$ cat src/fpu_pkg.sv
`default_nettype none

package fpu_pkg;

  // ieee single precision fields
  localparam int FLOAT_W  = 32;
  localparam int EXP_W    = 8;
  localparam int MAN_W    = 23;
  localparam int EXP_BIAS = 127;

  // unit stages between issue and retire, same as the addsub structure
  localparam int PIPE_DEPTH = 3;

  // issue register, unit stages, retire register
  localparam int LATENCY = PIPE_DEPTH + 2;

  typedef enum logic [1:0] {
    OP_ADD = 2'd0,
    OP_SUB = 2'd1,
    OP_MUL = 2'd2,
    OP_CMP = 2'd3
  } fpu_op_t;

  typedef struct packed {
    logic             sign;
    logic [EXP_W-1:0] exp;
    logic [MAN_W-1:0] man;  // stored bits, hidden one implied
  } float_t;

endpackage

`default_nettype wire

$ cat src/fp_issue_if.sv
`timescale 1ns/1ps
`default_nettype none

interface fp_issue_if;
  import fpu_pkg::*;

  logic    valid;  // one cycle per accepted start
  fpu_op_t op;
  float_t  a;
  float_t  b;

  modport issue (
    output valid,
    output op,
    output a,
    output b
  );

  modport unit (
    input valid,
    input op,
    input a,
    input b
  );

endinterface

`default_nettype wire

$ cat src/fp_result_if.sv
`timescale 1ns/1ps
`default_nettype none

interface fp_result_if;
  import fpu_pkg::*;

  logic   valid;
  float_t value;  // zero for compares
  logic   lt;     // flags low for arithmetic
  logic   le;
  logic   eq;

  modport source (
    output valid,
    output value,
    output lt,
    output le,
    output eq
  );

  modport sink (
    input valid,
    input value,
    input lt,
    input le,
    input eq
  );

endinterface

`default_nettype wire

$ cat src/fp_issue.sv
`timescale 1ns/1ps
`default_nettype none

module fp_issue (
  input  logic             clk,
  input  logic             rst,
  input  logic             start_i,
  input  fpu_pkg::fpu_op_t op_i,
  input  fpu_pkg::float_t  a_i,
  input  fpu_pkg::float_t  b_i,
  fp_issue_if.issue        iss
);

  // strobe becomes the first pipeline stage
  always_ff @(posedge clk) begin
    if (rst) begin
      iss.valid <= 1'b0;
    end else begin
      iss.valid <= start_i;
    end
  end

  always_ff @(posedge clk) begin
    if (start_i) begin
      iss.op <= op_i;
      iss.a  <= a_i;
      iss.b  <= b_i;
    end
  end

endmodule

`default_nettype wire

$ cat src/fp_addsub.sv
`timescale 1ns/1ps
`default_nettype none

module fp_addsub (
  input  logic        clk,
  input  logic        rst,
  fp_issue_if.unit    iss,
  fp_result_if.source res
);
  import fpu_pkg::*;

  localparam int MANT_W = MAN_W + 1;  // with hidden one
  localparam int LZ_W   = $clog2(MANT_W);

  logic              take;
  logic [MANT_W-1:0] a_mant;
  logic [MANT_W-1:0] b_mant;
  logic [EXP_W-1:0]  exp_diff;
  logic [EXP_W-1:0]  exp_max_d;
  logic [MANT_W-1:0] a_al_d;
  logic [MANT_W-1:0] b_al_d;

  // stage 1 registers
  logic              s1_vld;
  logic [MANT_W-1:0] s1_a;
  logic [MANT_W-1:0] s1_b;
  logic [EXP_W-1:0]  s1_exp;
  logic              s1_sa;
  logic              s1_sb;
  logic              s1_a_gt;
  fpu_op_t           s1_op;

  logic              eff_sub;
  logic              b_sign_eff;
  logic [MANT_W:0]   mag_d;
  logic              sign_d;

  // stage 2 registers
  logic              s2_vld;
  logic [MANT_W:0]   s2_mag;
  logic [EXP_W-1:0]  s2_exp;
  logic              s2_sign;

  logic [LZ_W-1:0]   lead_zeros;
  logic [MANT_W-1:0] norm_mag;
  float_t            norm_d;

  // stage 3 registers
  logic              s3_vld;
  float_t            s3_word;

  assign take   = iss.valid && (iss.op == OP_ADD || iss.op == OP_SUB);
  assign a_mant = {1'b1, iss.a.man};
  assign b_mant = {1'b1, iss.b.man};

  // align smaller operand to the larger exponent, truncating
  always_comb begin
    if (iss.a.exp >= iss.b.exp) begin
      exp_diff  = iss.a.exp - iss.b.exp;
      exp_max_d = iss.a.exp;
      a_al_d    = a_mant;
      b_al_d    = b_mant >> exp_diff;
    end else begin
      exp_diff  = iss.b.exp - iss.a.exp;
      exp_max_d = iss.b.exp;
      a_al_d    = a_mant >> exp_diff;
      b_al_d    = b_mant;
    end
  end

  always_ff @(posedge clk) begin
    if (rst) begin
      s1_vld <= 1'b0;
      s2_vld <= 1'b0;
      s3_vld <= 1'b0;
    end else begin
      s1_vld <= take;
      s2_vld <= s1_vld;
      s3_vld <= s2_vld;
    end
  end

  always_ff @(posedge clk) begin
    s1_a    <= a_al_d;
    s1_b    <= b_al_d;
    s1_exp  <= exp_max_d;
    s1_sa   <= iss.a.sign;
    s1_sb   <= iss.b.sign;
    s1_a_gt <= {iss.a.exp, iss.a.man} > {iss.b.exp, iss.b.man};
    s1_op   <= iss.op;
  end

  // sub flips the sign of b
  assign eff_sub    = (s1_op == OP_SUB) ? (s1_sa == s1_sb) : (s1_sa != s1_sb);
  assign b_sign_eff = (s1_op == OP_SUB) ? ~s1_sb : s1_sb;

  always_comb begin
    if (!eff_sub) begin
      mag_d  = {1'b0, s1_a} + {1'b0, s1_b};
      sign_d = s1_sa;
    end else if (s1_a_gt) begin
      mag_d  = {1'b0, s1_a} - {1'b0, s1_b};
      sign_d = s1_sa;
    end else begin
      mag_d  = {1'b0, s1_b} - {1'b0, s1_a};  // equal gives zero
      sign_d = b_sign_eff;
    end
  end

  always_ff @(posedge clk) begin
    s2_mag  <= mag_d;
    s2_exp  <= s1_exp;
    s2_sign <= sign_d;
  end

  // leading one search, highest set bit wins
  always_comb begin
    lead_zeros = '0;
    for (int i = 0; i < MANT_W; i++) begin
      if (s2_mag[i]) begin
        lead_zeros = LZ_W'(MANT_W - 1 - i);
      end
    end
  end

  assign norm_mag = s2_mag[MANT_W-1:0] << lead_zeros;

  always_comb begin
    norm_d.sign = s2_sign;
    if (s2_mag[MANT_W]) begin
      norm_d.exp = s2_exp + 1'b1;  // carry out
      norm_d.man = s2_mag[MANT_W-1:1];
    end else begin
      norm_d.exp = s2_exp - lead_zeros;
      norm_d.man = norm_mag[MAN_W-1:0];
    end
    if (s2_mag == '0) begin
      norm_d = '0;
    end
  end

  always_ff @(posedge clk) begin
    s3_word <= norm_d;
  end

  assign res.valid = s3_vld;
  assign res.value = s3_word;
  assign res.lt    = 1'b0;
  assign res.le    = 1'b0;
  assign res.eq    = 1'b0;

endmodule

`default_nettype wire

$ cat src/fp_multiply.sv
`timescale 1ns/1ps
`default_nettype none

module fp_multiply #(
  parameter int STAGES = 3
) (
  input  logic        clk,
  input  logic        rst,
  fp_issue_if.unit    iss,
  fp_result_if.source res
);
  import fpu_pkg::*;

  localparam int MANT_W = MAN_W + 1;

  typedef struct packed {
    logic             sign;
    logic [EXP_W-1:0] exp;
    logic [MANT_W:0]  prod;  // top bits of the product
  } mul_item_t;

  logic                take;
  logic [2*MANT_W-1:0] prod_full;
  logic [EXP_W-1:0]    exp_sum;
  mul_item_t           item_d;
  mul_item_t           chain_q [STAGES];
  logic [STAGES-1:0]   vld_q;
  mul_item_t           tail;
  float_t              norm;

  assign take      = iss.valid && (iss.op == OP_MUL);
  assign prod_full = {1'b1, iss.a.man} * {1'b1, iss.b.man};
  assign exp_sum   = iss.a.exp + iss.b.exp - EXP_W'(EXP_BIAS);

  assign item_d.sign = iss.a.sign ^ iss.b.sign;
  assign item_d.exp  = exp_sum;
  assign item_d.prod = prod_full[2*MANT_W-1:MAN_W];

  always_ff @(posedge clk) begin
    if (rst) begin
      vld_q <= '0;
    end else begin
      vld_q[0] <= take;
      for (int i = 1; i < STAGES; i++) begin
        vld_q[i] <= vld_q[i-1];
      end
    end
  end

  always_ff @(posedge clk) begin
    chain_q[0] <= item_d;
    for (int i = 1; i < STAGES; i++) begin
      chain_q[i] <= chain_q[i-1];
    end
  end

  assign tail = chain_q[STAGES-1];

  // product in [1,4), at most one right shift
  always_comb begin
    norm.sign = tail.sign;
    if (tail.prod[MANT_W]) begin
      norm.exp = tail.exp + 1'b1;
      norm.man = tail.prod[MANT_W-1:1];
    end else begin
      norm.exp = tail.exp;
      norm.man = tail.prod[MAN_W-1:0];
    end
  end

  assign res.valid = vld_q[STAGES-1];
  assign res.value = norm;
  assign res.lt    = 1'b0;
  assign res.le    = 1'b0;
  assign res.eq    = 1'b0;

endmodule

`default_nettype wire

$ cat src/fp_compare.sv
`timescale 1ns/1ps
`default_nettype none

module fp_compare #(
  parameter int STAGES = 3
) (
  input  logic        clk,
  input  logic        rst,
  fp_issue_if.unit    iss,
  fp_result_if.source res
);
  import fpu_pkg::*;

  logic                     take;
  logic [FLOAT_W-2:0]       mag_a;
  logic [FLOAT_W-2:0]       mag_b;
  logic                     lt_d;
  logic                     eq_d;
  logic [2:0]               flags_q [STAGES];  // lt, le, eq
  logic [STAGES-1:0]        vld_q;

  assign take  = iss.valid && (iss.op == OP_CMP);
  assign mag_a = {iss.a.exp, iss.a.man};
  assign mag_b = {iss.b.exp, iss.b.man};

  always_comb begin
    if (mag_a == '0 && mag_b == '0) begin
      lt_d = 1'b0;  // +0 == -0
      eq_d = 1'b1;
    end else if (iss.a.sign != iss.b.sign) begin
      lt_d = iss.a.sign;
      eq_d = 1'b0;
    end else if (iss.a.sign) begin
      lt_d = mag_b < mag_a;  // both negative, order reversed
      eq_d = mag_a == mag_b;
    end else begin
      lt_d = mag_a < mag_b;
      eq_d = mag_a == mag_b;
    end
  end

  always_ff @(posedge clk) begin
    if (rst) begin
      vld_q <= '0;
    end else begin
      vld_q[0] <= take;
      for (int i = 1; i < STAGES; i++) begin
        vld_q[i] <= vld_q[i-1];
      end
    end
  end

  always_ff @(posedge clk) begin
    flags_q[0] <= {lt_d, lt_d | eq_d, eq_d};
    for (int i = 1; i < STAGES; i++) begin
      flags_q[i] <= flags_q[i-1];
    end
  end

  assign res.valid = vld_q[STAGES-1];
  assign res.value = '0;
  assign res.lt    = flags_q[STAGES-1][2];
  assign res.le    = flags_q[STAGES-1][1];
  assign res.eq    = flags_q[STAGES-1][0];

endmodule

`default_nettype wire

$ cat src/fp_retire.sv
`timescale 1ns/1ps
`default_nettype none

module fp_retire (
  input  logic            clk,
  input  logic            rst,
  fp_result_if.sink       add_res,
  fp_result_if.sink       mul_res,
  fp_result_if.sink       cmp_res,
  output logic            result_valid_o,
  output fpu_pkg::float_t result_o,
  output logic            lt_o,
  output logic            le_o,
  output logic            eq_o
);
  import fpu_pkg::*;

  logic   any_valid;
  float_t sel_value;
  logic   sel_lt;
  logic   sel_le;
  logic   sel_eq;

  assign any_valid = add_res.valid | mul_res.valid | cmp_res.valid;

  // equal depths, so at most one source per cycle
  always_comb begin
    sel_value = '0;
    sel_lt    = 1'b0;
    sel_le    = 1'b0;
    sel_eq    = 1'b0;
    if (add_res.valid) begin
      sel_value = add_res.value;
      sel_lt    = add_res.lt;
      sel_le    = add_res.le;
      sel_eq    = add_res.eq;
    end else if (mul_res.valid) begin
      sel_value = mul_res.value;
      sel_lt    = mul_res.lt;
      sel_le    = mul_res.le;
      sel_eq    = mul_res.eq;
    end else if (cmp_res.valid) begin
      sel_value = cmp_res.value;
      sel_lt    = cmp_res.lt;
      sel_le    = cmp_res.le;
      sel_eq    = cmp_res.eq;
    end
  end

  // idle cycles clear the outputs
  always_ff @(posedge clk) begin
    if (rst) begin
      result_valid_o <= 1'b0;
      result_o       <= '0;
      lt_o           <= 1'b0;
      le_o           <= 1'b0;
      eq_o           <= 1'b0;
    end else begin
      result_valid_o <= any_valid;
      result_o       <= sel_value;
      lt_o           <= sel_lt;
      le_o           <= sel_le;
      eq_o           <= sel_eq;
    end
  end

endmodule

`default_nettype wire

$ cat src/fpu_top.sv
`timescale 1ns/1ps
`default_nettype none

module fpu_top (
  input  logic                        clk,
  input  logic                        rst,
  input  logic                        start_i,
  input  logic [1:0]                  op_i,
  input  logic [fpu_pkg::FLOAT_W-1:0] a_i,
  input  logic [fpu_pkg::FLOAT_W-1:0] b_i,
  output logic                        result_valid_o,
  output logic [fpu_pkg::FLOAT_W-1:0] result_o,
  output logic                        lt_o,
  output logic                        le_o,
  output logic                        eq_o
);
  import fpu_pkg::*;

  fp_issue_if  iss_if ();
  fp_result_if add_if ();
  fp_result_if mul_if ();
  fp_result_if cmp_if ();

  fp_issue i_issue (
    .clk     (clk),
    .rst     (rst),
    .start_i (start_i),
    .op_i    (fpu_op_t'(op_i)),
    .a_i     (a_i),
    .b_i     (b_i),
    .iss     (iss_if.issue)
  );

  fp_addsub i_addsub (
    .clk (clk),
    .rst (rst),
    .iss (iss_if.unit),
    .res (add_if.source)
  );

  // depth matched to the addsub pipeline
  fp_multiply #(
    .STAGES (PIPE_DEPTH)
  ) i_multiply (
    .clk (clk),
    .rst (rst),
    .iss (iss_if.unit),
    .res (mul_if.source)
  );

  fp_compare #(
    .STAGES (PIPE_DEPTH)
  ) i_compare (
    .clk (clk),
    .rst (rst),
    .iss (iss_if.unit),
    .res (cmp_if.source)
  );

  fp_retire i_retire (
    .clk            (clk),
    .rst            (rst),
    .add_res        (add_if.sink),
    .mul_res        (mul_if.sink),
    .cmp_res        (cmp_if.sink),
    .result_valid_o (result_valid_o),
    .result_o       (result_o),
    .lt_o           (lt_o),
    .le_o           (le_o),
    .eq_o           (eq_o)
  );

endmodule

`default_nettype wire

$ cat config.mk
export PLATFORM = sky130hd
export DESIGN_NAME = fpu_top
export DESIGN_NICKNAME = d
export VERILOG_FILES = /design/src/fpu_pkg.sv /design/src/fp_issue_if.sv /design/src/fp_result_if.sv /design/src/fp_issue.sv /design/src/fp_addsub.sv /design/src/fp_multiply.sv /design/src/fp_compare.sv /design/src/fp_retire.sv /design/src/fpu_top.sv
export SDC_FILE = /design/constraint.sdc
export NUM_CORES = 2
export LEC_CHECK = 0
export ABC_AREA = 1
export BUFFER_PORTS_ARGS = -buffer_cell sky130_fd_sc_hd__buf_4
export CORE_MARGIN = 8
export CORE_UTILIZATION = 50
export CTS_BUF_LIST = sky130_fd_sc_hd__clkbuf_8
export DETAILED_ROUTE_END_ITERATION = 8
export HOLD_SLACK_MARGIN = 0.06
export PLACE_DENSITY_LB_ADDON = 0.12
export SETUP_SLACK_MARGIN = 0.2
export SYNTH_ARGS = -nofsm -noshare
export SYNTH_HDL_FRONTEND = slang
export SYNTH_SLANG_ARGS = --single-unit
export TNS_END_PERCENT = 50
$ cat constraint.sdc
create_clock -name clk -period 10.2 [get_ports clk]
set_clock_uncertainty 0.1 [all_clocks]
set_input_delay 0.51 -clock clk [delete_from_list [all_inputs] [get_ports clk]]
set_output_delay 0.51 -clock clk [all_outputs]
set_load 0.03 [all_outputs]
==> run_results.csv <==
group,metric,value,unit
setup_path,cp_data_required_time,10.63,ns
logic_synthesis,avgSynthCellArea,7.82,um2
routing,postRouteAntennaNets,0,
routing,firstDrtPassIters,6,
setup_path,cpPeakStageDelay,1.16,ns
clock_network,cts_made_buffers,58,
clock_network,cts-root-buf,"clkbuf_8",
clock_network,clk_latency,0.74,ns
global_routing,grt_pass1_wl,176,mm
timing,setup_violations,0,
placement,dp_hpwl,85.4,mm
logic_synthesis,ys_seq_elements,350,
global_routing,grt-ovfl-total,0,
floorplan,initial_core_util,0.506,
floorplan,die_area,82900,um2
logic_synthesis,synth_nets,5609,
logic_synthesis,synth_edf_count,66,
clock_network,cts.sinks,350,
outcome,status,"finished, final reports clean",
timing,drv_slew,0,
finish,drive_gt1_frac,0.0581,
timing,worst_slew_pin_slew,1.22,ns
placement,place_congestion,0.959,
routing,drtIter0Drc,2350,
timing,fin_crit,7.77,ns
clock_network,clockBufferDepth,3,
setup_path,path_class,"reg -> reg",
logic_synthesis,yosysUniqueCellTypes,55,
clock_network,htreeDepth,2,
setup_path,start_kind,"flip-flop",
timing,tns,0,ns
timing,post-route-period-util,0.762,
logic_synthesis,seq_area_frac_synth,0.207,
routing,viasPerCell,5.24,
logic_synthesis,synthFlopType,"dfxtp_1",
logic_synthesis,synthCells,4730,
routing,post_drt_wl_per_cell,19.2,um
logic_synthesis,synth_async_sr_flop_share,0,
logic_synthesis,syn_area,37000,um2
placement,port_buffers,104,
routing,wirelength,111,mm
floorplan,die_x,288,um
clock_network,cts_tree,"built",
worst_hold_path,hold_class,"reg -> reg",
finish,final_common_cell,"inv_1",
floorplan,rows,99,
finish,fin_nets,5685,
timing,slew_headroom,0.189,
setup_path,cp.arrival,8.20,ns
clock_network,cts.clk_slew.worst_paths,0.07,ns
floorplan,core-area,73100,um2
setup_path,path_max_fanout,27,
setup_path,crit_slowest_cell,"edfxtp_1",
global_routing,grt_pass1_vias,31364,
routing,num_vias,30484,
run,drv_cap,0,
floorplan,die_h,288,um
timing,clock.fmax,129,MHz
finish,syn_to_final_growth,9.62,%
routing,drc,0,
global_routing,grt_max_degree,86,
finish,mostFrequentLayoutCells,"inv_1, nand2_1, fa_1",
global_routing,grt_use_total,0.271,
setup_path,cp-end-kind,"flip-flop",
timing,rsz0062_at_grt,"no",
timing,hold_viol,0,
logic_synthesis,ys_warn_count,0,
floorplan,pin_count,105,
global_routing,antenna_found_initial,2,
-- cells in the mapped netlist (all sizes together), types with 9 or more instances --
master / instances / share of area
nand2: 1042 / 0.11
nor2: 176 / 0.018
o21bai: 9 / 0.0018
o221ai: 12 / 0.0028
nor4: 19 / 0.0032
ha: 322 / 0.11
dfxtp: 284 / 0.15
o211ai: 44 / 0.0091
nand3: 181 / 0.025
clkbuf: 191 / 0.019
fa: 488 / 0.26
o21ai: 243 / 0.033
inv: 1161 / 0.12
edfxtp: 66 / 0.054
o22ai: 32 / 0.0054
a21oi: 205 / 0.028
xnor2: 14 / 0.0033
nand4: 31 / 0.0052
a31oi: 34 / 0.0057
buf: 21 / 0.0036
xor2: 60 / 0.014
nor3: 18 / 0.0024
-- flip-flops by register name (all words and copies together), names as in the netlist, 2 cells and up --
signal / count
i_issue.iss.b: 32
i_multiply.vld_q: 3
i_compare.flags_q: 9
i_multiply.chain_q: 102
i_compare.vld_q: 3
i_addsub.s1_exp: 8
i_addsub.s1_op: 2
i_addsub.s2_mag: 25
i_addsub.s2_exp: 8
i_issue.iss.op: 2
i_issue.iss.a: 32
i_addsub.res.value: 32
i_addsub.s1_a: 24
i_addsub.s1_b: 24
i_retire.result_o: 32
-- through the flow --
step | instances | area [um2] | utilization | setup WS (ns) | hold slack (ns)
2_1_floorplan | 4730 | 37000 | - | 3.43 | 0.210
4_1_cts | 5813 | 40600 | 0.555 | 2.42 | 0.115
3_3_place_gp | 5639 | 38600 | 0.528 | 2.61 | 0.211
5_1_grt | 5814 | 40600 | 0.555 | 2.01 | 0.135
6_report | 5814 | 40600 | 0.555 | 2.43 | 0.148
3_5_place_dp | 5639 | 38600 | 0.528 | 2.52 | 0.212
-- layer usage --
metal / wire length (um) / vias up / part of all wire / global-route usage
met2: 51900 / 1088 / 0.47 / 0.454
met4: 4650 / 0 / 0.042 / 0.102
met3: 7640 / 260 / 0.069 / 0.0425
met1: 47200 / 14626 / 0.42 / 0.353
li1: - / 14510 / - / -
met5: 0 / - / 0 / 0
-- final cells by class --
type / instances / area, um2
inverters: 1166 / 4380
repair buffers: 228 / 1880
multi-input cells: 3002 / 24100
diodes: 1 / 2.50
clock inverters: 36 / 332
fillers: 6984 / 32500
flip-flops and latches: 350 / 7670
clock buffers: 72 / 991
well taps: 959 / 1200
-- path summary, 6_finish.rpt --
check / startpoint / end / slack [ns] / cells past startpoint
min reg2reg: i_multiply.chain_q[0][1]$_DFF_P_ / i_multiply.chain_q[0][35]$_DFF_P_ / 0.15 / 0
min: i_multiply.chain_q[0][1]$_DFF_P_ / i_multiply.chain_q[0][35]$_DFF_P_ / 0.15 / 0
max reg2reg: i_issue.iss.b[5]$_DFFE_PP_ / i_multiply.chain_q[0][22]$_DFF_P_ / 2.43 / 29
max: i_issue.iss.b[5]$_DFFE_PP_ / i_multiply.chain_q[0][22]$_DFF_P_ / 2.43 / 29
-- logic make-up after synthesis --
family                     after synthesis  synth area share
and+or+nand+nor                       1480             0.162
buffers and inverters                 1378             0.141
adders and majority gates              810             0.373
AOI/OAI and AO/OA                      631            0.0970
DFF                                    350             0.207
xor gates and xnor gates                74            0.0175
muxes                                    7           0.00189
-- worst max-delay path: cells and delay by family, from the launching register on --
kind | cells | cell delay, ns
buf+inv | 7 | 0.35
flops | 1 | 1.16
compound gates | 6 | 1.25
simple gates | 7 | 0.76
xor+xnor | 1 | 0.15
fa+ha+maj | 8 | 3.81
-- repair_timing --
item	in CTS	in global routing
gates resized for setup	0	0
setup buffers	0	0
endpoints found under the hold margin	66	0
hold buffers	66	0
Power is not shown: default switching activity piles up to over one toggle a cycle in this logic, so the estimate is an artifact.
